==> config.mk <==
export PLATFORM = sky130hd
export DESIGN_NAME = draw_top
export DESIGN_NICKNAME = d
export VERILOG_FILES = /design/src/draw_pkg.sv /design/src/color_output.sv /design/src/draw_top.sv /design/src/pixel_fetch.sv /design/src/score_layout_decoder.sv
export VERILOG_INCLUDE_DIRS = /design/src
export SDC_FILE = /design/constraint.sdc
export NUM_CORES = 2
export LEC_CHECK = 0
export BUFFER_PORTS_ARGS = -buffer_cell sky130_fd_sc_hd__buf_4
export CAP_MARGIN = 20
export CORE_UTILIZATION = 40
export DETAILED_ROUTE_END_ITERATION = 12
export GPL_TIMING_DRIVEN = 0
export HOLD_SLACK_MARGIN = 0.12
export SYNTH_ARGS = -nofsm -noshare
export SYNTH_HDL_FRONTEND = slang
export SYNTH_SLANG_ARGS = --single-unit
==> constraint.sdc <==
create_clock -name CLK -period 9.8 [get_ports CLK]
set_input_delay 0 -clock CLK [delete_from_list [all_inputs] [get_ports CLK]]
set_output_delay 0 -clock CLK [all_outputs]
set_load 0.005 [all_outputs]
==> src/draw_macros.svh <==
/* score screen geometry and sprite ROM map */

`ifndef DRAW_MACROS_SVH
`define DRAW_MACROS_SVH

// judgement label sprite, stored column by column
`define SIGN_W 10'd24
`define SIGN_H 10'd64

// counter digit glyphs, ten of them from ROM word 0
`define DIGIT_W 10'd20
`define DIGIT_H 10'd20
`define DIGIT_SIZE 15'd480

// label origins, all on one row
`define PERFECT_X 10'd396
`define GREAT_X 10'd356
`define GOOD_X 10'd316
`define BAD_X 10'd276
`define MISS_X 10'd236
`define LABEL_Y 10'd453

// current judgement box
`define CUR_X 10'd356
`define CUR_Y 10'd123

// combo digits run down from here
`define COMBO_X 10'd396
`define COMBO_Y 10'd98

// counter digit rows under each label
`define DIGIT_Y0 10'd527 // label row + SIGN_H + 10
`define DIGIT_PITCH 10'd23

// lanes and the key buttons to their right
`define LANE_Y0 10'd200
`define LANE_H 10'd60
`define LANE_CNT 4
`define BUTTON_X 10'd420
`define BUTTON_W 10'd60 // square button sprite

/*
 * sprite ROM bases
 * digits sit at 0, the lane note sprites between 12480 and 19080 are unused here
 */
`define BASE_PERFECT 15'd4800
`define BASE_GREAT 15'd6336
`define BASE_GOOD 15'd7872
`define BASE_BAD 15'd9408
`define BASE_MISS 15'd10944
`define BASE_DOWN_BUTTON 15'd19080
`define BASE_UP_BUTTON 15'd22680

`endif

==> src/draw_pkg.sv <==
/* shared display types */

package draw_pkg;

	typedef logic [9:0] coord_t; // screen column or row

	typedef logic [14:0] sprite_addr_t;

	// r in [3:0], g in [7:4], b in [11:8], top nibble spare
	typedef logic [15:0] rom_word_t;

	typedef logic [3:0] color4_t;

	typedef logic [1:0] fade_t; // right shift applied to each channel

	// four BCD digits, most significant in [15:12]
	typedef logic [15:0] bcd4_t;

	typedef enum logic [3:0] {
		JUDGE_NONE    = 4'd0,
		JUDGE_PERFECT = 4'd1,
		JUDGE_GREAT   = 4'd2,
		JUDGE_GOOD    = 4'd3,
		JUDGE_BAD     = 4'd4,
		JUDGE_MISS    = 4'd5
	} judgement_t;

endpackage

==> src/color_output.sv <==
/* colour stage */

module color_output (
	input  logic                CLK,
	input  logic                RESET_L,
	input  logic                data_valid,
	input  draw_pkg::fade_t     fade_q,
	input  draw_pkg::rom_word_t rom_data,
	output draw_pkg::color4_t   vga_r,
	output draw_pkg::color4_t   vga_g,
	output draw_pkg::color4_t   vga_b
);
	import draw_pkg::*;

	color4_t red_raw;
	color4_t grn_raw;
	color4_t blu_raw;

	assign red_raw = rom_data[3:0];
	assign grn_raw = rom_data[7:4];
	assign blu_raw = rom_data[11:8]; // top nibble ignored

	always_ff @(posedge CLK) begin
		if (!RESET_L) begin
			vga_r <= '0;
			vga_g <= '0;
			vga_b <= '0;
		end
		else if (data_valid) begin
			// dim by shifting every channel
			vga_r <= red_raw >> fade_q;
			vga_g <= grn_raw >> fade_q;
			vga_b <= blu_raw >> fade_q;
		end
	end

endmodule

==> src/draw_top.sv <==
/* score display pixel path */

module draw_top (
	input  logic                   CLK,
	input  logic                   RESET_L,
	input  logic                   frame_start,
	input  logic                   pixel_req,
	input  draw_pkg::coord_t       pixel_x,
	input  draw_pkg::coord_t       pixel_y,
	input  logic [3:0]             key_down,
	input  draw_pkg::bcd4_t        perfect_cnt,
	input  draw_pkg::bcd4_t        great_cnt,
	input  draw_pkg::bcd4_t        good_cnt,
	input  draw_pkg::bcd4_t        bad_cnt,
	input  draw_pkg::bcd4_t        miss_cnt,
	input  draw_pkg::bcd4_t        combo_cnt,
	input  draw_pkg::judgement_t   cur_judgement,
	input  draw_pkg::fade_t        cur_fade,
	output draw_pkg::sprite_addr_t rom_addr,
	output logic                   rom_en,
	input  draw_pkg::rom_word_t    rom_data,
	output logic                   vga_reset,
	output draw_pkg::color4_t      vga_r,
	output draw_pkg::color4_t      vga_g,
	output draw_pkg::color4_t      vga_b
);
	import draw_pkg::*;

	sprite_addr_t sprite_addr;
	fade_t pixel_fade;
	fade_t fade_q;
	logic data_valid;

	score_layout_decoder i_decoder (
		.pixel_x(pixel_x),
		.pixel_y(pixel_y),
		.key_down(key_down),
		.perfect_cnt(perfect_cnt),
		.great_cnt(great_cnt),
		.good_cnt(good_cnt),
		.bad_cnt(bad_cnt),
		.miss_cnt(miss_cnt),
		.combo_cnt(combo_cnt),
		.cur_judgement(cur_judgement),
		.cur_fade(cur_fade),
		.sprite_addr(sprite_addr),
		.pixel_fade(pixel_fade)
	);

	pixel_fetch i_fetch (
		.CLK(CLK),
		.RESET_L(RESET_L),
		.frame_start(frame_start),
		.pixel_req(pixel_req),
		.sprite_addr(sprite_addr),
		.pixel_fade(pixel_fade),
		.rom_addr(rom_addr),
		.rom_en(rom_en),
		.data_valid(data_valid),
		.fade_q(fade_q),
		.vga_reset(vga_reset)
	);

	color_output i_color (
		.CLK(CLK),
		.RESET_L(RESET_L),
		.data_valid(data_valid),
		.fade_q(fade_q),
		.rom_data(rom_data),
		.vga_r(vga_r),
		.vga_g(vga_g),
		.vga_b(vga_b)
	);

endmodule

==> src/pixel_fetch.sv <==
/* pixel fetch and start-up gate */

module pixel_fetch (
	input  logic                   CLK,
	input  logic                   RESET_L,
	input  logic                   frame_start,
	input  logic                   pixel_req,
	input  draw_pkg::sprite_addr_t sprite_addr,
	input  draw_pkg::fade_t        pixel_fade,
	output draw_pkg::sprite_addr_t rom_addr,
	output logic                   rom_en,
	output logic                   data_valid,
	output draw_pkg::fade_t        fade_q,
	output logic                   vga_reset
);

	logic working;     // set by the first frame start
	logic first_frame; // cleared by the second one
	logic [1:0] phase;
	logic accept;

	always_ff @(posedge CLK) begin
		if (!RESET_L) begin
			working <= 1'b0;
			first_frame <= 1'b1;
		end
		else if (frame_start) begin
			if (!working)
				working <= 1'b1;
			else
				first_frame <= 1'b0;
		end
	end

	assign vga_reset = !working;

	// first frame stays black, busy fetch drops the request
	assign accept = pixel_req && working && !first_frame && phase == 2'd0;

	/*
	 * phase 1 and 2 read the ROM, 3 hands the word over,
	 * then back to idle
	 */
	always_ff @(posedge CLK) begin
		if (!RESET_L)
			phase <= 2'd0;
		else if (accept)
			phase <= 2'd1;
		else if (phase != 2'd0)
			phase <= phase + 2'd1;
	end

	always_ff @(posedge CLK) begin
		if (accept) begin
			rom_addr <= sprite_addr;
			fade_q <= pixel_fade;
		end
	end

	assign rom_en = phase == 2'd1 || phase == 2'd2;
	assign data_valid = phase == 2'd3; // second read lands here

endmodule

==> src/score_layout_decoder.sv <==
/* score screen layout decoder */

`include "draw_macros.svh"

module score_layout_decoder (
	input  draw_pkg::coord_t       pixel_x,
	input  draw_pkg::coord_t       pixel_y,
	input  logic [3:0]             key_down,
	input  draw_pkg::bcd4_t        perfect_cnt,
	input  draw_pkg::bcd4_t        great_cnt,
	input  draw_pkg::bcd4_t        good_cnt,
	input  draw_pkg::bcd4_t        bad_cnt,
	input  draw_pkg::bcd4_t        miss_cnt,
	input  draw_pkg::bcd4_t        combo_cnt,
	input  draw_pkg::judgement_t   cur_judgement,
	input  draw_pkg::fade_t        cur_fade,
	output draw_pkg::sprite_addr_t sprite_addr,
	output draw_pkg::fade_t        pixel_fade
);
	import draw_pkg::*;

	// perfect..miss order, counters add combo at the end
	localparam coord_t LABEL_X [5] = '{`PERFECT_X, `GREAT_X, `GOOD_X, `BAD_X, `MISS_X};
	localparam sprite_addr_t LABEL_BASE [5] =
		'{`BASE_PERFECT, `BASE_GREAT, `BASE_GOOD, `BASE_BAD, `BASE_MISS};
	localparam coord_t CNT_X [6] =
		'{`PERFECT_X, `GREAT_X, `GOOD_X, `BAD_X, `MISS_X, `COMBO_X};
	localparam coord_t CNT_Y0 [6] =
		'{`DIGIT_Y0, `DIGIT_Y0, `DIGIT_Y0, `DIGIT_Y0, `DIGIT_Y0, `COMBO_Y};

	bcd4_t cnt [6];
	logic lane_hit;
	logic label_hit;
	logic cur_hit;
	logic digit_hit;
	sprite_addr_t lane_addr;
	sprite_addr_t label_addr;
	sprite_addr_t cur_base;
	sprite_addr_t cur_off;
	sprite_addr_t cur_addr;
	sprite_addr_t digit_addr;

	function automatic logic in_box(input coord_t px, input coord_t py,
			input coord_t ox, input coord_t oy, input coord_t w, input coord_t h);
		return px >= ox && px < ox + w && py >= oy && py < oy + h;
	endfunction

	// sprites are stored column major, h words per column
	function automatic sprite_addr_t tile_off(input coord_t px, input coord_t py,
			input coord_t ox, input coord_t oy, input coord_t h);
		sprite_addr_t dx;
		sprite_addr_t dy;
		dx = sprite_addr_t'(px - ox);
		dy = sprite_addr_t'(py - oy);
		return dx * sprite_addr_t'(h) + dy;
	endfunction

	assign cnt = '{perfect_cnt, great_cnt, good_cnt, bad_cnt, miss_cnt, combo_cnt};

	// lane rows win over everything, notes left of the buttons are not drawn
	always_comb begin : lane_scan
		coord_t top;
		top = '0;
		lane_hit = 1'b0;
		lane_addr = '0;
		for (int i = 0; i < `LANE_CNT; i++) begin
			top = coord_t'(`LANE_Y0 + i * `LANE_H);
			if (pixel_y >= top && pixel_y < top + `LANE_H) begin
				lane_hit = 1'b1;
				if (pixel_x >= `BUTTON_X && pixel_x < `BUTTON_X + `BUTTON_W)
					lane_addr = (key_down[i] ? `BASE_DOWN_BUTTON : `BASE_UP_BUTTON) +
						tile_off(pixel_x, pixel_y, `BUTTON_X, top, `LANE_H);
			end
		end
	end

	always_comb begin
		label_hit = 1'b0;
		label_addr = '0;
		for (int i = 0; i < 5; i++) begin
			if (in_box(pixel_x, pixel_y, LABEL_X[i], `LABEL_Y, `SIGN_W, `SIGN_H)) begin
				label_hit = 1'b1;
				label_addr = LABEL_BASE[i] +
					tile_off(pixel_x, pixel_y, LABEL_X[i], `LABEL_Y, `SIGN_H);
			end
		end
	end

	assign cur_hit = in_box(pixel_x, pixel_y, `CUR_X, `CUR_Y, `SIGN_W, `SIGN_H);
	assign cur_off = tile_off(pixel_x, pixel_y, `CUR_X, `CUR_Y, `SIGN_H);

	always_comb begin
		case (cur_judgement)
			JUDGE_PERFECT: cur_base = `BASE_PERFECT;
			JUDGE_GREAT:   cur_base = `BASE_GREAT;
			JUDGE_GOOD:    cur_base = `BASE_GOOD;
			JUDGE_BAD:     cur_base = `BASE_BAD;
			JUDGE_MISS:    cur_base = `BASE_MISS;
			default:       cur_base = '0;
		endcase
	end

	assign cur_addr = (cur_base == '0) ? '0 : cur_base + cur_off; // nothing shown for none

	always_comb begin : digit_scan
		coord_t row_top;
		row_top = '0;
		digit_hit = 1'b0;
		digit_addr = '0;
		for (int c = 0; c < 6; c++) begin
			for (int d = 0; d < 4; d++) begin
				row_top = coord_t'(CNT_Y0[c] + d * `DIGIT_PITCH);
				if (in_box(pixel_x, pixel_y, CNT_X[c], row_top, `DIGIT_W, `DIGIT_H)) begin
					digit_hit = 1'b1;
					// top row shows the most significant digit
					digit_addr = sprite_addr_t'(cnt[c][(3 - d) * 4 +: 4]) * `DIGIT_SIZE +
						tile_off(pixel_x, pixel_y, CNT_X[c], row_top, `DIGIT_H);
				end
			end
		end
	end

	always_comb begin
		sprite_addr = '0;
		pixel_fade = '0;
		if (lane_hit)
			sprite_addr = lane_addr;
		else if (label_hit)
			sprite_addr = label_addr;
		else if (cur_hit) begin
			sprite_addr = cur_addr;
			pixel_fade = cur_fade; // only the current judgement fades
		end
		else if (digit_hit)
			sprite_addr = digit_addr;
	end

endmodule

======== Word-level counts from Yosys, hierarchy flattened ========
Index checks and enable logic that the tools add are counted.
word-level totals
  register bits after elaboration ......... 33
  bits of input ports ..................... 146
  output and inout bits ................... 29
  logic and storage cells ................. 355
operators by class
  add/subtract/negate cells ............... 89
  multipliers ............................. 30
  magnitude comparators ................... 44
  equality and inequality tests ........... 8
  shift-type cells ........................ 3
  multiplexer cells ....................... 82
  bitwise logic cells ..................... 2
  reduce and logical (&&, ||, !) cells .... 88
operators by type and width
  kind                    number
  $mux 15                 42
  $add 15x15->15          38
  $add 13x15->15          24
  $mul 4x4->8 const B     24
  $lt 10x9->1 const B     15
  $sub 10x9->11 const B   9
  $ge 10x9->1 const B     9
  $logic_and 1x1->1       78
  $mul 15x3->13 const B   5
  $pmux 14 s5             1
  $mux 13                 4
  $lt 10x10->1 const B    5
  $add 13x15->15 const A  3
  $sub 10x10->11 const B  4
  $sub 10x8->11 const B   4
  $ge 10x10->1 const B    4
  $ge 10x8->1 const B     4
  $mux 1                  35
  $sub 10x7->11 const B   3
  $add 14x15->15 const A  2
  $ge 10x7->1 const B     3
  $lt 10x8->1 const B     3
  $add 14x15->15          1
  $logic_not 15->1        1
  other kinds (17)        25

======== Logic depth before layout (Yosys ltp) ========
  depth in word-level cells ............... 32
  depth in mapped cells ................... 29
  mapped depth without buffers ............ 27

======== Hierarchy ========
A second synthesis with hierarchy kept.
unflattened totals
  cell total of the unflattened synthesis .. 4,913
  area, all modules ....................... 39,859.5 sq um
modules (own cells, without submodules)
  module                instances  cells an instance  area each (sq um)  sequential area each (sq um)
  score_layout_decoder  1          4,811              38,544.5           0.0
  pixel_fetch           1          37                 704.4              590.6
  color_output          1          65                 610.6              240.2

======== Worst setup path before layout ========
OpenSTA, ideal clock, no wires.
  path kind ............................... input-to-reg
  start point ............................. in pixel_x[2]
  end point ............................... reg i_fetch.rom_addr[14] (data pin)
  library setup time ...................... 0.261 ns
  arrival time ............................ 6.021 ns
  required time ........................... 9.539 ns
  setup slack ............................. 3.518 ns
  stages .................................. 24
  buffers on the path ..................... 2
  cell sequence ........................... buf_2 buf_1 inv_1 ha_1 nand2b_1 a21oi_1 nand2b_1 xnor2_1 fa_1 fa_1 ha_1 o41ai_1 xnor2_1 fa_1 ha_1 or3_1 o21ai_0 a31oi_1 xnor2_1 xnor2_1 a2bb2oi_1 o211ai_1 a221oi_2 nand2_1
between the ends
  cells in the longest elaborated chain, start to end .. 32
  elaborated cells on any way between the ends .. 239
  those cells by class .................... 74 x add/sub; 6 x mul; 17 x order compare; 71 x mux; 71 x reduce/logical
RTL lines
  what                                                 line                                                     source
  start: declaration                                   draw_top.sv:8                                            input draw_pkg::coord_t pixel_x,
  $sub 10x9->11, or another cell as far along          score_layout_decoder.sv:53                               dx = sprite_addr_t'(px - ox);
  $mul 15x3->13 or $logic_and 1x1->1 (tied branches)   score_layout_decoder.sv:55, score_layout_decoder.sv:45
  $add 15x15->15 or $logic_and 1x1->1 (tied branches)  score_layout_decoder.sv:55, score_layout_decoder.sv:45
  $add 13x15->15 or $logic_and 1x1->1 (tied branches)  score_layout_decoder.sv:116, score_layout_decoder.sv:45
  $mux 15 or $mux 1 (tied branches) (24 in a row)      score_layout_decoder.sv:113                              if (in_box(pixel_x, pixel_y, CNT_X[c], row_top, `DIGIT_W, `DIGIT_H)) begin
  $mux 15                                              score_layout_decoder.sv:134                              else if (digit_hit)
  $mux 15                                              score_layout_decoder.sv:130                              else if (cur_hit) begin
  $mux 15                                              score_layout_decoder.sv:128                              else if (label_hit)
  $mux 15 *                                            score_layout_decoder.sv:126                              if (lane_hit)
  named net i_decoder.sprite_addr[14]                  score_layout_decoder.sv:17                               output draw_pkg::sprite_addr_t sprite_addr,
  end signal: assignment                               pixel_fetch.sv:55                                        rom_addr <= sprite_addr;
  end: declaration                                     pixel_fetch.sv:10                                        output draw_pkg::sprite_addr_t rom_addr,
Mark *: on every way through the listed nets, which the timed path passes. The rest lies on a longest branch.
A chain may end at the register's enable or synchronous reset.

======== Worst setup path after layout ========
  start point ............................. in pixel_x[2]
  end point ............................... reg i_fetch.rom_addr[11] (data pin)
The elaborated chain is that of the path after synthesis.

==> results.json <==
{
  "p_comb_share_pct": 97.7,
  "worstSetupPathType": "primary input to flop",
  "multi_input_area_um2": 36200,
  "timing.fmax_mhz": 108,
  "status": "finished clean",
  "dr_wl_met2_um": 71100,
  "synthArstFlopShare_pct": 0,
  "num_antenna_cells": 0,
  "grt_pass1_vias": 36784,
  "numCtsBuffers": 5,
  "cts.clk_slew.worst_paths_ps": 50,
  "ys_ff_latch": 33,
  "setup-violations-final": 0,
  "port_buffers": 167,
  "leakagePower_nw": 20.9,
  "r2r-start": "i_fetch.phase[0]",
  "placed_cells": 6330,
  "cts_setup_buffers": 0,
  "cts_resized": 0,
  "switching_power_mw": 8.14,
  "wl_per_cell_um": 24.8,
  "hold_start": "rom_data[2]",
  "dieArea_um2": 101000,
  "setup_slack_ps": 498,
  "cp-startpoint": "pixel_x[2]",
  "gp_congestion": 1.06,
  "min_period_ps": 9300,
  "dp_slack_ps": 267,
  "power.density_nw_per_um2": 320,
  "dp_hpwl_um": 136000,
  "p_int_mw": 5.89,
  "antenna_found_initial": 3,
  "ant_nets": 0,
  "pwr-share-clk_pct": 1.2,
  "initial_core_util_pct": 40.4,
  "met3WireLength_um": 10200,
  "wl_um": 158000,
  "wl_met1_um": 65600,
  "rows": 115,
  "insertion_delay_ps": 290,
  "postCtsHoldBufs": 10,
  "drt_iter0_markers": 2986,
  "clock-sinks": 33,
  "cp_max_fo": 10,
  "fin_worst_skew_ps": 6.46,
  "tightest_slew_ps": 1270,
  "grt_max_degree": 18,
  "rsz0062_at_grt": "no",
  "num_vias": 36851,
  "syn_to_final_growth_pct": 10.2,
  "die_h_um": 317,
  "synth_edf_count": 17,
  "syn_avg_cell_area_um2": 8.24,
  "firstDrtPassIters": 6,
  "maxCapViolCount": 0,
  "drive_above_1_share_pct": 7.13,
  "end_kind": "flop",
  "hold_viol_final": 0,
  "vias_per_cell": 5.80,
  "track_usage_pct": 30.8,
  "ir_drop_uv": 251,
  "max_slew_margin_pct": 14.8,
  "most-common-layout-cells": "793 x ha_1, 635 x inv_1, 403 x xnor2_1",
  "core_area_um2": 98400,
  "fill_cells": 9990,
  "p_seq_share_pct": 1.1,
  "swShare_pct": 58.0,
  "fin_crit_sh_pct": 94.9,
  "cts_root_buffer": "clkbuf_16",
  "post-route-drc-count": 0,
  "worst_setup_path_start_kind": "primary input",
  "synth_area_um2": 39800,
  "synth.distinct_cells": 101,
  "min_path_type": "primary input to flop",
  "clock_path_buffers": 2,
  "synth_warnings": 0,
  "ys_dominant_reg_cell": "edfxtp_1",
  "die_w_um": 317,
  "worst_ep_required_time_ps": 9790,
  "final_max_slew_viol_count": 0,
  "grt-ovfl-total": 0,
  "htree_levels": 2,
  "final_common_cell": "ha_1",
  "grt_first_pass_wirelength_um": 233000,
  "crit_arrival_ps": 9290,
  "cts_tree": "built",
  "ys_seq_area_share_pct": 2.09,
  "final_util_pct": 44.6,
  "nets": 6366,
  "finalNonFillerCells": 6350,
  "hold_ws_ps": 129,
  "synthCells": 4828,
  "routed.top_layer": "met5",
  "ios": 175,
  "syn_nets": 6132,
  "seqCellArea_um2": 831
}
## cell families (layout without fill, tap and decap cells)
logic type	count (synthesis)	in the layout	synth area share (%)
AO/OA/AOI/OAI	1276	1276	21.2
adder cells (fa/ha/maj)	1158	1158	43.3
AND/OR/NAND/NOR	990	990	12.2
buffers and inverters	763	998	7.42
XOR/XNOR	590	590	13.4
flip-flops	33	33	2.09
multiplexers	18	18	0.453
## metrics by stage
step / cell area [µm²] / power, mW / setup TNS [ps]
after floorplan: 39800 / 9.92 / 0
after global placement: 42700 / 13.4 / -708
after detailed placement: 43600 / 13.6 / 0
after CTS: 43800 / 13.9 / 0
after global routing: 43900 / 15.4 / 0
final: 43900 / 14.0 / 0
## synth_stat cells, types with 72 or more instances
library cell    n  area share, %
a21o_1        143            2.7
nand2_1       222            2.1
clkbuf_1       72           0.68
nor3_1        117            1.5
a21oi_1       355            4.5
o21ai_0       222            2.8
xor2_1        155            3.4
ha_1          793             25
xnor2_1       423            9.3
nor2b_1        73            1.1
nor2_1        274            2.6
inv_1         635            6.0
fa_1          365             18
## routing by layer
layer,GRT usage (%),up-vias
met2,50.4,1369
met3,3.79,356
met5,0,-
met1,39.1,17808
met4,17.7,6
li1,-,17312
## area by class of cell
class / count / area share, %
buffer: 125 / 1.26
clock buffer: 6 / 0.342
clock inverter: 2 / 0.0342
inverter: 638 / 5.47
multi-input combinational: 4032 / 82.7
sequential: 33 / 1.89
tap: 1287 / 3.67
timing repair buffer: 227 / 4.67
## critical path, stage by stage
cell and delay, ps:
buf_4 100, buf_2 200, buf_1 560, inv_1 580, ha_1 860, ha_1 350
ha_1 260, fa_1 490, xor2_1 890, inv_1 610, fa_1 680, inv_1 50
ha_1 330, a21boi_0 170, o311ai_0 580, a21oi_1 170, xnor2_1 640, o221ai_1 230
a31oi_1 420, nor3_1 100, a2111oi_0 810, o21ai_1 210
## power groups by stage
| stage | clock, mW | combinational [mW] | sequential [mW] |
|---|---|---|---|
| global placement | 0 | 13.2 | 0.157 |
| detailed placement | 0 | 13.5 | 0.158 |
| floorplan | 0 | 9.76 | 0.157 |
| global route | 0.179 | 15.0 | 0.155 |
| finish | 0.173 | 13.7 | 0.155 |
| CTS | 0.175 | 13.6 | 0.155 |
## registers in the layout, indices dropped and copies added, names as in the netlist
signal and count:
i_fetch.first_frame 1, i_color.vga_r 4, i_fetch.rom_addr 15, i_fetch.working 1, i_fetch.fade_q 2, i_fetch.phase 2, i_color.vga_b 4, i_color.vga_g 4
## worst paths after layout
path                            cells after the start              endpoint  slack [ps]
worst max-delay path                               22  i_fetch.rom_addr[11]         500
worst min-delay path                                4      i_color.vga_r[1]         130
worst min register to register                      2   i_fetch.first_frame         440
worst max register to register                      4  i_fetch.rom_addr[14]        8000
(Power assumes the default switching activity.)
